$ cat config.mk
export PLATFORM = sky130hd
export DESIGN_NAME = frameWriteArbiter
export DESIGN_NICKNAME = d
export VERILOG_FILES = /design/src/logic/mandelPkg.sv /design/src/logic/frameWriteArbiter.sv
export SDC_FILE = /design/constraint.sdc
export NUM_CORES = 1
export LEC_CHECK = 0
export ABC_AREA = 1
export BUFFER_PORTS_ARGS = -buffer_cell sky130_fd_sc_hd__buf_2
export CAP_MARGIN = 20
export CORE_UTILIZATION = 30
export DETAILED_ROUTE_END_ITERATION = 16
export PLACE_DENSITY_LB_ADDON = 0.05
export SYNTH_ARGS = -nofsm -noshare
export SYNTH_HDL_FRONTEND = slang
export SYNTH_SLANG_ARGS = --single-unit
$ cat constraint.sdc
create_clock -name CLOCK_50 -period 2.65 [get_ports CLOCK_50]
set_clock_uncertainty 0.2 [all_clocks]
set_input_delay 0.3975 -clock CLOCK_50 [delete_from_list [all_inputs] [get_ports CLOCK_50]]
set_output_delay 0.3975 -clock CLOCK_50 [all_outputs]
set_load 0.02 [all_outputs]
$ cat src/logic/mandelPkg.sv
`default_nettype none

package mandelPkg;

  //////////////////////////////////////////////////
  // Frame and engine sizing
  //////////////////////////////////////////////////
  localparam int frameWidth    = 16;
  localparam int frameHeight   = 12;
  localparam int framePixels   = frameWidth * frameHeight;
  localparam int fracBits      = 32;  // Fraction part of a coordinate
  localparam int coordBits     = 36;  // 4 integer bits on top
  localparam int baseStepShift = 2;   // Quarter step at zoom 0
  localparam int numEngines    = 4;
  localparam int maxIter       = 63;

  //////////////////////////////////////////////////
  // Shared types
  //////////////////////////////////////////////////
  typedef logic signed [coordBits-1:0] coordWord;
  typedef logic [7:0] pixelAddr;                    // Row * frameWidth + column
  typedef logic [2:0] colorCode;
  typedef logic [4:0] zoomLevel;
  typedef logic [5:0] iterCount;
  typedef logic [numEngines-1:0] engineMask;        // One bit per engine
  typedef logic [$clog2(numEngines)-1:0] engineIndex;

  typedef enum logic {genIdle, genIssue} genState;
  typedef enum logic [1:0] {engIdle, engIterate, engReport} engState;

  // Round-robin search
  // First requester after the last grant, or the last grant itself if none
  function automatic engineIndex rrPick(engineMask req, engineIndex last);
    engineIndex pick;
    engineIndex cand;
    pick = last;
    for (int i = numEngines; i >= 1; i--) begin  // Nearest candidate wins
      cand = engineIndex'((int'(last) + i) % numEngines);
      if (req[cand]) pick = cand;
    end
    return pick;
  endfunction

endpackage

`default_nettype wire

$ cat src/logic/frameWriteArbiter.sv
`timescale 1ns/1ps
`default_nettype none

module frameWriteArbiter (
  input  logic                                          CLOCK_50,
  input  logic                                          reset,
  input  logic                                          frameStart,
  input  mandelPkg::engineMask                          resultValid,
  input  mandelPkg::colorCode [mandelPkg::numEngines-1:0] resultColor,
  input  mandelPkg::pixelAddr [mandelPkg::numEngines-1:0] resultAddr,
  output mandelPkg::engineMask                          resultTaken,
  output logic                                          pixelWrite,
  output mandelPkg::pixelAddr                           pixelWriteAddr,
  output mandelPkg::colorCode                           pixelWriteColor,
  output logic                                          busy,
  output logic                                          renderDone
);

  typedef logic [$clog2(mandelPkg::framePixels+1)-1:0] writeCnt;

  mandelPkg::engineIndex lastGrant;
  mandelPkg::engineIndex pick;
  writeCnt               writeCount;  // Pixels written this frame

  //////////////////////////////////////////////////
  // Grant and write mux
  //////////////////////////////////////////////////
  always_comb begin
    pick            = mandelPkg::rrPick(resultValid, lastGrant);
    pixelWrite      = resultValid[pick];  // Only false when nothing is held
    resultTaken     = pixelWrite ? (mandelPkg::engineMask'(1) << pick) : '0;
    pixelWriteAddr  = resultAddr[pick];
    pixelWriteColor = resultColor[pick];
  end

  //////////////////////////////////////////////////
  // Frame progress
  //////////////////////////////////////////////////
  always_ff @(posedge CLOCK_50) begin
    if (reset) begin
      busy       <= 1'b0;
      renderDone <= 1'b0;
      writeCount <= '0;
      lastGrant  <= mandelPkg::engineIndex'(mandelPkg::numEngines - 1);
    end else begin
      if (frameStart) begin  // New render
        busy       <= 1'b1;
        renderDone <= 1'b0;
        writeCount <= '0;
      end else if (pixelWrite && busy) begin
        writeCount <= writeCount + 1'b1;
        if (writeCount == writeCnt'(mandelPkg::framePixels - 1)) begin  // Final pixel
          busy       <= 1'b0;
          renderDone <= 1'b1;
        end
      end
      if (pixelWrite) lastGrant <= pick;
    end
  end

endmodule

`default_nettype wire

## Word level (Yosys, flattened, before mapping)

Index checks and enable logic that the tools add are counted.

- Memories: 0
- RAM bits: 0
- Output and inout port bits: 18
- Bits in latches: 0
- Word-level logic and storage cells: 44
- Memory bits (read-only): 0
- Register bits: 12

- Add/subtract/negate cells: 5
- $lt $le $gt $ge: 5
- Multiply operators: 0
- Shifts and indexed selects: 1
- Reduce and logical (&&, ||, !) cells: 6
- Divide/modulo/power cells: 0
- Bitwise logic cells: 0
- Eq/ne operators: 1
- Mux-type cells: 22

Operators with widths:

| kind | count |
|---|---|
| 8-bit binary-select mux with 2-bit select | 1 |
| 2-bit by 3-bit less-than comparator with 1-bit output, second input constant | 5 |
| 1-bit binary-select mux with 2-bit select | 5 |
| 8-bit by 1-bit adder with 8-bit output, second input constant | 1 |
| 8-bit == test, second input constant | 1 |
| 1-bit 2-to-1 mux | 8 |
| 2-bit 2-to-1 mux | 4 |
| 8-bit 2-to-1 mux | 1 |
| 3-bit binary-select mux with 2-bit select | 1 |
| 2-bit by 1-bit adder with 2-bit output, second input constant | 2 |
| 2-bit adder, second input constant | 2 |
| 4-bit 2-to-1 mux | 1 |
| 2-bit AND reduction | 2 |
| 2-bit nonzero test | 2 |
| 1-bit by 2-bit << shifter with 4-bit output, first input constant | 1 |
| 3-bit 2-to-1 mux | 1 |
| 2-bit OR reduction | 1 |
| 1-bit logical AND | 1 |

## Depth between registers and ports, before layout

Gate-level depths: netlist of the first run.

- Word-level depth: 12
- Depth in mapped cells: 18
- Mapped depth without buffers: 17

## Least setup slack after synthesis of the first run

No wires, ideal clock.

- Path type: reg-to-output
- Start: register lastGrant[0]
- End: output resultTaken[1]
- Stages on the path, launching flop included: 14
- Buffers on the path: 2
- Data required time: 2.053 ns
- Path slack: 0.246 ns
- Arrival time: 1.806 ns
- Path through: dfxtp_1 buf_6 inv_6 nand2_1 nand2_1 nand2_1 nand2_1 nand2_1 nand2_1 nand2_2 nand2_4 inv_1 buf_1 nor3_1

- Longest elaborated chain between the ends: 10

RTL lines:

| item | line | source |
|---|---|---|
| start: declaration | frameWriteArbiter.sv:21 | `mandelPkg::engineIndex lastGrant;` |
| start signal: assignment | frameWriteArbiter.sv:44 | `lastGrant <= mandelPkg::engineIndex'(mandelPkg::numEngines - 1);` |
| start signal: assignment | frameWriteArbiter.sv:57 | `if (pixelWrite) lastGrant <= pick;` |
| 2-bit by 1-bit adder with 2-bit output | mandelPkg.sv:38 | `cand = engineIndex'((int'(last) + i) % numEngines);` |
| 1-bit binary-select mux with 2-bit select | mandelPkg.sv:39 | `if (req[cand]) pick = cand;` |
| 1-bit 2-to-1 mux (not written as such) | mandelPkg.sv:39 |  |
| 2-bit 2-to-1 mux (3 in a row) | mandelPkg.sv:39 |  |
| 2-bit 2-to-1 mux * | mandelPkg.sv:39 |  |
| 1-bit binary-select mux with 2-bit select | frameWriteArbiter.sv:30 | `pixelWrite = resultValid[pick];` |
| 1-bit 2-to-1 mux (not written as such) | frameWriteArbiter.sv:30 |  |
| 4-bit 2-to-1 mux * | frameWriteArbiter.sv:31 | `resultTaken = pixelWrite ? (mandelPkg::engineMask'(1) << pick) : '0;` |
| end: declaration | frameWriteArbiter.sv:11 | `output mandelPkg::engineMask resultTaken,` |

Every way passes the cells marked *; elsewhere a longest branch is shown, timed or not. The select of a mux whose other input is x is not followed.

## Final worst setup path of the first run

- Start: register lastGrant[0]
- End: output pixelWriteColor[2]

- Longest elaborated chain between the ends: 9

RTL lines:

| item | line | source |
|---|---|---|
| 2-bit by 1-bit adder with 2-bit output | mandelPkg.sv:38 |  |
| 1-bit binary-select mux with 2-bit select | mandelPkg.sv:39 |  |
| 1-bit 2-to-1 mux (not written as such) | mandelPkg.sv:39 |  |
| 2-bit 2-to-1 mux (3 in a row) | mandelPkg.sv:39 |  |
| 2-bit 2-to-1 mux * | mandelPkg.sv:39 |  |
| 3-bit binary-select mux with 2-bit select * | frameWriteArbiter.sv:33 | `pixelWriteColor = resultColor[pick];` |
| 3-bit 2-to-1 mux (not written as such) * | frameWriteArbiter.sv:33 |  |
| end: declaration | frameWriteArbiter.sv:14 | `output mandelPkg::colorCode pixelWriteColor,` |

Marks and branches as above.

==> key figures, run 1 <==
Yosys
  • Largest family of logic cells by synthesized area: simple AND/OR/NAND/NOR gates
  • Post-Synth XOR/XNOR Area: 1.61%
  • Compound-gate portion of the synthesized area: between 15 and 20%
  • Mux cell area share after synthesis: 0%
  • Top-area cell type share of the netlist area: ~22%
  • Main area contributors after synthesis: dfxtp_1 22%, nand3_1 21%, nand2_1 13%
  • Register bit total from synthesis: 12
  • Most frequent cells after synthesis: 45 x nand3_1, 38 x nand2_1, 18 x inv_1, 12 x dfxtp_1, 11 x a22oi_1
  • Top-count cell post-synth: nand3_1
  • Synth Area in Simple Gates: 48.8%
  • Net Count, Synth: about 230
  • Syn_area_per_cell: approximately 6 um^2
  • Main synth FF type: dfxtp_1
  • Area leader, netlist: dfxtp_1
  • EDFF count, synth: 0
  • Number of distinct library cells after synthesis: 27
  • Adder-cell share of the synthesized area: under 10%
  • Synthesized instance count: 179
  • Mapped cell area: 1090 um^2
  • Synth Warn #: 0
  • Register area share after synthesis: between 20 and 25%
  • Synth async-reset ratio: 0%

Critical path
  • Max incr delay on CP: between 300 and 400 ps
  • Crit-path max FO: 6
  • Critical Path Slowest Stage Cell: dfxtp_4
  • Startpoint types: flop
  • Largest delay share family, worst path: buffers and inverters
  • Crit path DAT: roughly 2100 ps
  • CP most frequent cell: nand2_4
  • Crit path cell chain: buf_12, inv_8, nand2_4, nand2_4, nand2_4, nand2_2, buf_4, a31oi_1, nand2_1, nand2_4, buf_8, clkbuf_16, nand3_1, nand3_1, buf_6
  • Worst path bufs/invs: 6
  • Worst Path Required: 2050 ps
  • WS Path Type: flop to output pin
  • Worst Setup End Kind: output pin

Power
  • Comb power frac: between 80 and 90%
  • Pwr dens: about 1900 nW/um^2
  • NetSw: approximately 0.0019 W
  • Clk pwr share: 3.9%
  • Worst vdd ir: between 0.6 and 0.7 mV
  • Switch share: between 50% and 60%
  • Leak: roughly 1.0 nW
  • Int Power: ~0.0018 W
  • Overall power: between 0.003 and 0.004 W
  • Sequential share of power: about 6.4%

Layout
  • N_diodes: 0
  • Post-layout nets: 319
  • Register area: ~250 um^2
  • Fillcell total: ~360
  • Fin cells: ~310
  • Fraction of layout cells with a size suffix above 1: between 50% and 60%
  • Fin area: ~2000 um^2
  • Area grow syn2layout: 80.3%
  • Area taken by multi-input logic gates: 872 um^2

Min path
  • HP Class: primary input to flop

STA
  • Hold slack: between 100 and 150 ps
  • Tcrit/Tclk final: 103%
  • Final setup TNS: -619 ps
  • Worst Tran Pin Value: a little under 400 ps
  • RSZ-0062 raised after global routing: yes
  • Max Slew Vio Count: 0
  • Hold violation count in the final report: 0
  • Highest clock rate: 0.365 GHz
  • Setup slack after layout: -92.3 ps
  • Tmin final: between 2000 and 3000 ps
  • Max-Slew Margin vs Limit: about three quarters
  • Final setup viols: 12

Run status
  • Failing checks: negative setup slack
  • Status: finished, violations left

Die
  • Full die area: around 3900 um^2
  • Row cnt: 21
  • Core Box Area: between 3000 and 4000 um^2
  • # IOs: 69
  • Die H: approximately 62 um
  • Die width: a little over 60 um
  • Initial core utilization: between 30% and 40%

Global routing
  • GR Overflow Total: 0
  • Vias in the first global route: 1375
  • Largest net degree at the start of global routing: 15
  • GRT Total Usage: about a fifth
  • Global-route wire length before repair: 6040 um
  • Initial antenna violation count: 0

Run
  • Max Cap Violations: 0

Placement
  • Hpwl dp: between 2000 and 3000 um
  • PortBufs: 68
  • Routability congestion estimate: 0.835
  • Cells after DPL: about 300
  • Post-DP Area: 1560 um^2

Clock network
  • CTS Buffer Depth: 2
  • CTS sink count: 12
  • TritonCTS clock tree: yes
  • Clock slew at reported path FFs: ~80 ps
  • Worst skew pair latency: 270 ps
  • TritonCTS buffer count: 3
  • Root buf cell: clkbuf_4
  • Number of hold buffers added after CTS: 0
  • H-tree depth: 1

Route
  • DR DRC count: 0
  • DR vias: approximately 1500
  • Post-DRT Antenna Nets: 0
  • Routed vias/inst: a little under 5
  • Wire per inst: around 12 um
  • WL final: 3740 um
  • First DRT Iteration DRCs: 81
  • Detailed Routing Iterations Pass 1: 4
-- routing by layer --
layer | part of all wire, % | track usage, %
met1 | 44 | 23.1
met2 | 49 | 32.0
met3 | 5.4 | 3.68
met4 | 1.5 | 6.10
met5 | 0 | 0
-- power groups by stage --
stage / registers, W / clock network [W] / logic (W)
final: 0.000238 / 0.000146 / 0.00334
after global routing: 0.000242 / 0.000161 / 0.00361
after CTS: 0.000222 / 0.000151 / 0.00284
after detailed placement: 0.000223 / 0 / 0.00222
after global placement: 0.000223 / 0 / 0.00224
after floorplan: 0.000215 / 0 / 0.00156
-- placed cells by master (no fill, tap or decap), drive strengths merged --
master  count
buf        89
nand2      47
nand3      46
inv        19
dfxtp      12
a22oi      11
nor2       10
a21oi       7
nor3        6
clkbuf      6
o21ai       5
nand4       2
xor2        2
a31oi       1
or2         1
o21bai      1
ha          1
-- flip-flops by register name, summed over array words and instances (netlist names) --
| register | cells |
|---|---|
| writeCount | 8 |
| renderDone | 1 |
| busy | 1 |
| lastGrant | 2 |
-- worst paths after layout --
path | startpoint | endpoint | slack, ps | cells past startpoint
setup / recovery | lastGrant[0] | pixelWriteColor[2] | -90 | 15
hold / removal | reset | busy | 100 | 2
setup reg to reg | lastGrant[0] | writeCount[3] | 160 | 18
hold reg to reg | renderDone | renderDone | 250 | 2
-- area by class of cell --
class,instances,area share (%)
well taps,46,2.93
multi-input cells,140,44.4
clock buffers,4,1.85
inverters,19,4.14
flip-flops and latches,12,12.5
repair buffers,91,34.2
-- metrics by stage --
step | utilization (%) | setup WS [ps]
2_1_floorplan | - | 246
3_3_place_gp | 45.6 | -185
3_5_place_dp | 45.6 | -176
4_1_cts | 51.2 | -29.6
5_1_grt | 57.5 | -201
6_report | 57.5 | -92.3
-- timing repair --
item	4_1_cts	5_1_grt
endpoints found under the setup margin	14	17
pin swaps	6	15
resized for setup	33	40
gates cloned	0	3
buffers inserted	6	1
-- cell families (layout without fill, tap and decap cells) --
group                    after synthesis  count (layout)
buffers and inverters                 28             114
AND/OR/NAND/NOR                      111             112
flip-flops                            12              12
AO/OA/AOI/OAI                         25              25
XOR/XNOR                               2               2
adder cells (fa/ha/maj)                1               1
Power figures use the tool's default switching activity.
==> inputs of run 2 (changes only) <==
--- a/config.mk
+++ b/config.mk
@@ -6,10 +6,11 @@
 export NUM_CORES = 1
 export LEC_CHECK = 0
 export ABC_AREA = 1
-export BUFFER_PORTS_ARGS = -buffer_cell sky130_fd_sc_hd__buf_2
 export CAP_MARGIN = 20
+export CORE_MARGIN = 2
 export CORE_UTILIZATION = 30
 export DETAILED_ROUTE_END_ITERATION = 16
+export DONT_BUFFER_PORTS = 1
 export PLACE_DENSITY_LB_ADDON = 0.05
 export SYNTH_ARGS = -nofsm -noshare
 export SYNTH_HDL_FRONTEND = slang
==> run 2 against run 1 <==
  * The run still ends with negative setup slack left
  * Die area grew 6.5%
  * Final area shrank 21%
  * Final cell count shrank 21%
  * Highest routed layer unchanged
  * Worst setup slack gained 30 ps
  * Critical endpoint is now pixelWriteColor[1]
  * Non-clock buffer count shrank 67
  * Maximum frequency grew 1.1%
  * Global-route usage shrank 3.8 points
  * Critical path type unchanged
  * Sequential share of layout area grew 3.2 points
==> key figures, run 2 (same netlist as run 1, synthesis figures left out) <==
Critical path
  • R2R Path Start: lastGrant[0]
  • Worst Setup End Kind: output pin
  • Crit-path max FO: 6 (unchanged)
  • FF-to-FF setup slack: 260 ps (+100 ps)
  • Crit path DAT: 2120 ps (-20 ps)
  • CP Launch Point: lastGrant[0]
  • Crit path cell chain: buf_6, nand2_1, nand3_2, nand2_1, inv_1, nand2_2, nand2_2, nand2_4, nand2_4, clkinvlp_4, nor2_4, a22oi_1, nand3_2
  • Startpoint types: flop
  • R2R depth: 17 (-1)
  • Critical Path Slowest Stage Cell: dfxtp_4
  • Max incr delay on CP: 400 ps (+20 ps)
  • WS Path Type: flop to output pin
  • Reg2Reg Capture Point: writeCount[3]
  • Worst Path Required: 2050 ps (about the same)

STA
  • Tmin final: 2710 ps (-29.5 ps)
  • Hold slack: 28.5 ps (-73.5 ps)
  • Max Slew Vio Count: 0 (unchanged)
  • Highest clock rate: 0.369 GHz (+1.1%)
  • Worst Tran Pin Value: 512 ps (+126 ps)
  • Max-Slew Margin vs Limit: 65.8% (-8.4 points)
  • RSZ-0062 raised after global routing: yes
  • Hold violation count in the final report: 0 (unchanged)
  • Final setup viols: 8 (-4)
  • Tcrit/Tclk final: 102% (-1.1 points)
  • Setup slack after layout: -62.8 ps (+29.5 ps)

Die
  • Core Box Area: 3420 um^2 (unchanged)
  • Row cnt: 21 (unchanged)
  • Die H: 64.3 um (+3.2%)
  • Initial core utilization: 31.9% (unchanged)
  • Full die area: 4130 um^2 (+6.5%)
  • # IOs: 69 (unchanged)
  • Die width: 64.3 um (+3.2%)

Global routing
  • Vias in the first global route: 1109 (-19%)
  • Largest net degree at the start of global routing: 23 (+8)
  • Initial antenna violation count: 0 (unchanged)
  • GRT Total Usage: 14.8% (-3.8 points)
  • GR Overflow Total: 0 (unchanged)
  • Global-route wire length before repair: 4890 um (-19%)

Layout
  • Max reg flops: 8 (unchanged)
  • N_diodes: 0 (unchanged)
  • Fin area: 1560 um^2 (-21%)
  • Area grow syn2layout: 43.1%
  • Commonest cells after routing, fill and taps aside: 29 x nand2_1, 29 x nand3_1, 17 x nand3_2, 16 x buf_4, 15 x inv_1
  • Top reg by flops: writeCount
  • Fraction of layout cells with a size suffix above 1: 40.7% (-11 points)
  • Post-layout nets: 252 (-21%)
  • Final Util: 45.6% (-12 points)
  • Top flop regs: writeCount: 8 flops, lastGrant: 2 flops

Route
  • DR vias: 1306 (-14%)
  • DR DRC count: 0 (unchanged)
  • Routed vias/inst: 5.33 (+9.0%)
  • First DRT Iteration DRCs: 42 (-48%)
  • Post-DRT Antenna Nets: 0 (unchanged)
  • WL final: 3650 um (-2.4%)
  • Detailed Routing Iterations Pass 1: 4 (unchanged)
  • Wire per inst: 14.9 um (+24%)

Placement
  • Hpwl dp: 2460 um (-4.3%)
  • Post-DP Area: 1170 um^2 (-25%)
  • PortBufs: 0 (-100%)
  • Post-Place Worst Slack: -257 ps (-81.1 ps)
  • Routability congestion estimate: 0.773 (-7.5%)

Clock network
  • Clock slew at reported path FFs: 70 ps (about the same)
  • CTS Buffer Depth: 2 (unchanged)
  • TritonCTS clock tree: yes
  • Root buf cell: clkbuf_4
  • H-tree depth: 1 (unchanged)
  • TritonCTS buffer count: 3 (unchanged)
  • Worst skew pair latency: 270 ps (about the same)
  • CTS sink count: 12 (unchanged)

Min path
  • Hold_sp: reset
  • Hold Crit Endpoint: lastGrant[0]
  • HP Class: primary input to flop
  • Hold Path Cell Cnt: 2 (unchanged)

Run
  • Max Cap Violations: 0 (unchanged)

Run status
  • Status: finished, violations left
  • Failing checks: negative setup slack
==> run 2: cell type report <==
class	count	area [um^2]
Fill cell	356	1860
Timing Repair Buffer	24	235
Clock buffer	4	36.3
Multi-Input combinational cell	140	905
Inverter	19	80.1
Sequential cell	12	245
Tap cell	46	57.6
==> run 2: routing by layer <==
metal / GRT usage (%) / up-vias / part of all wire, %
met2: 29.6 / 53 / 53
li1: - / 651 / -
met5: 0 / - / 0
met1: 15.0 / 598 / 39
met4: 4.79 / 0 / 1.3
met3: 2.99 / 4 / 6.8
==> run 2: worst max-delay path by stage <==
stage | to
floorplan | resultTaken[1]
global placement | pixelWriteColor[0]
detailed placement | pixelWriteColor[1]
CTS | pixelWriteAddr[0]
global route | pixelWriteAddr[1]
finish | pixelWriteColor[1]
==> run 2: stage by stage <==
| stage | cells | setup TNS (ps) |
|---|---|---|
| floorplan | 179 | 0 |
| global placement | 225 | -1530 |
| detailed placement | 225 | -2540 |
| CTS | 231 | -89.2 |
| global route | 245 | -1740 |
| finish | 245 | -296 |
==> run 2: what timing repair did <==
action / CTS / global route
cloned: 1 / 1
pin swaps: 1 / 10
setup endpoints to repair: 16 / 16
hold buffers: 1 / 0
gates resized for setup: 15 / 39
setup buffers: 0 / 13
hold endpoints to repair: 1 / 0
==> run 2: worst max-delay path: cells and delay by family (launching register included) <==
| kind | cells | cell delay [ps] |
|---|---|---|
| buffers and inverters | 3 | 400 |
| AO/OA/AOI/OAI | 1 | 150 |
| flip-flops | 1 | 400 |
| AND/OR/NAND/NOR | 9 | 900 |
Power of run 2 is not shown: default switching activity piles up to over one toggle a cycle in this logic, so the estimate is an artifact.
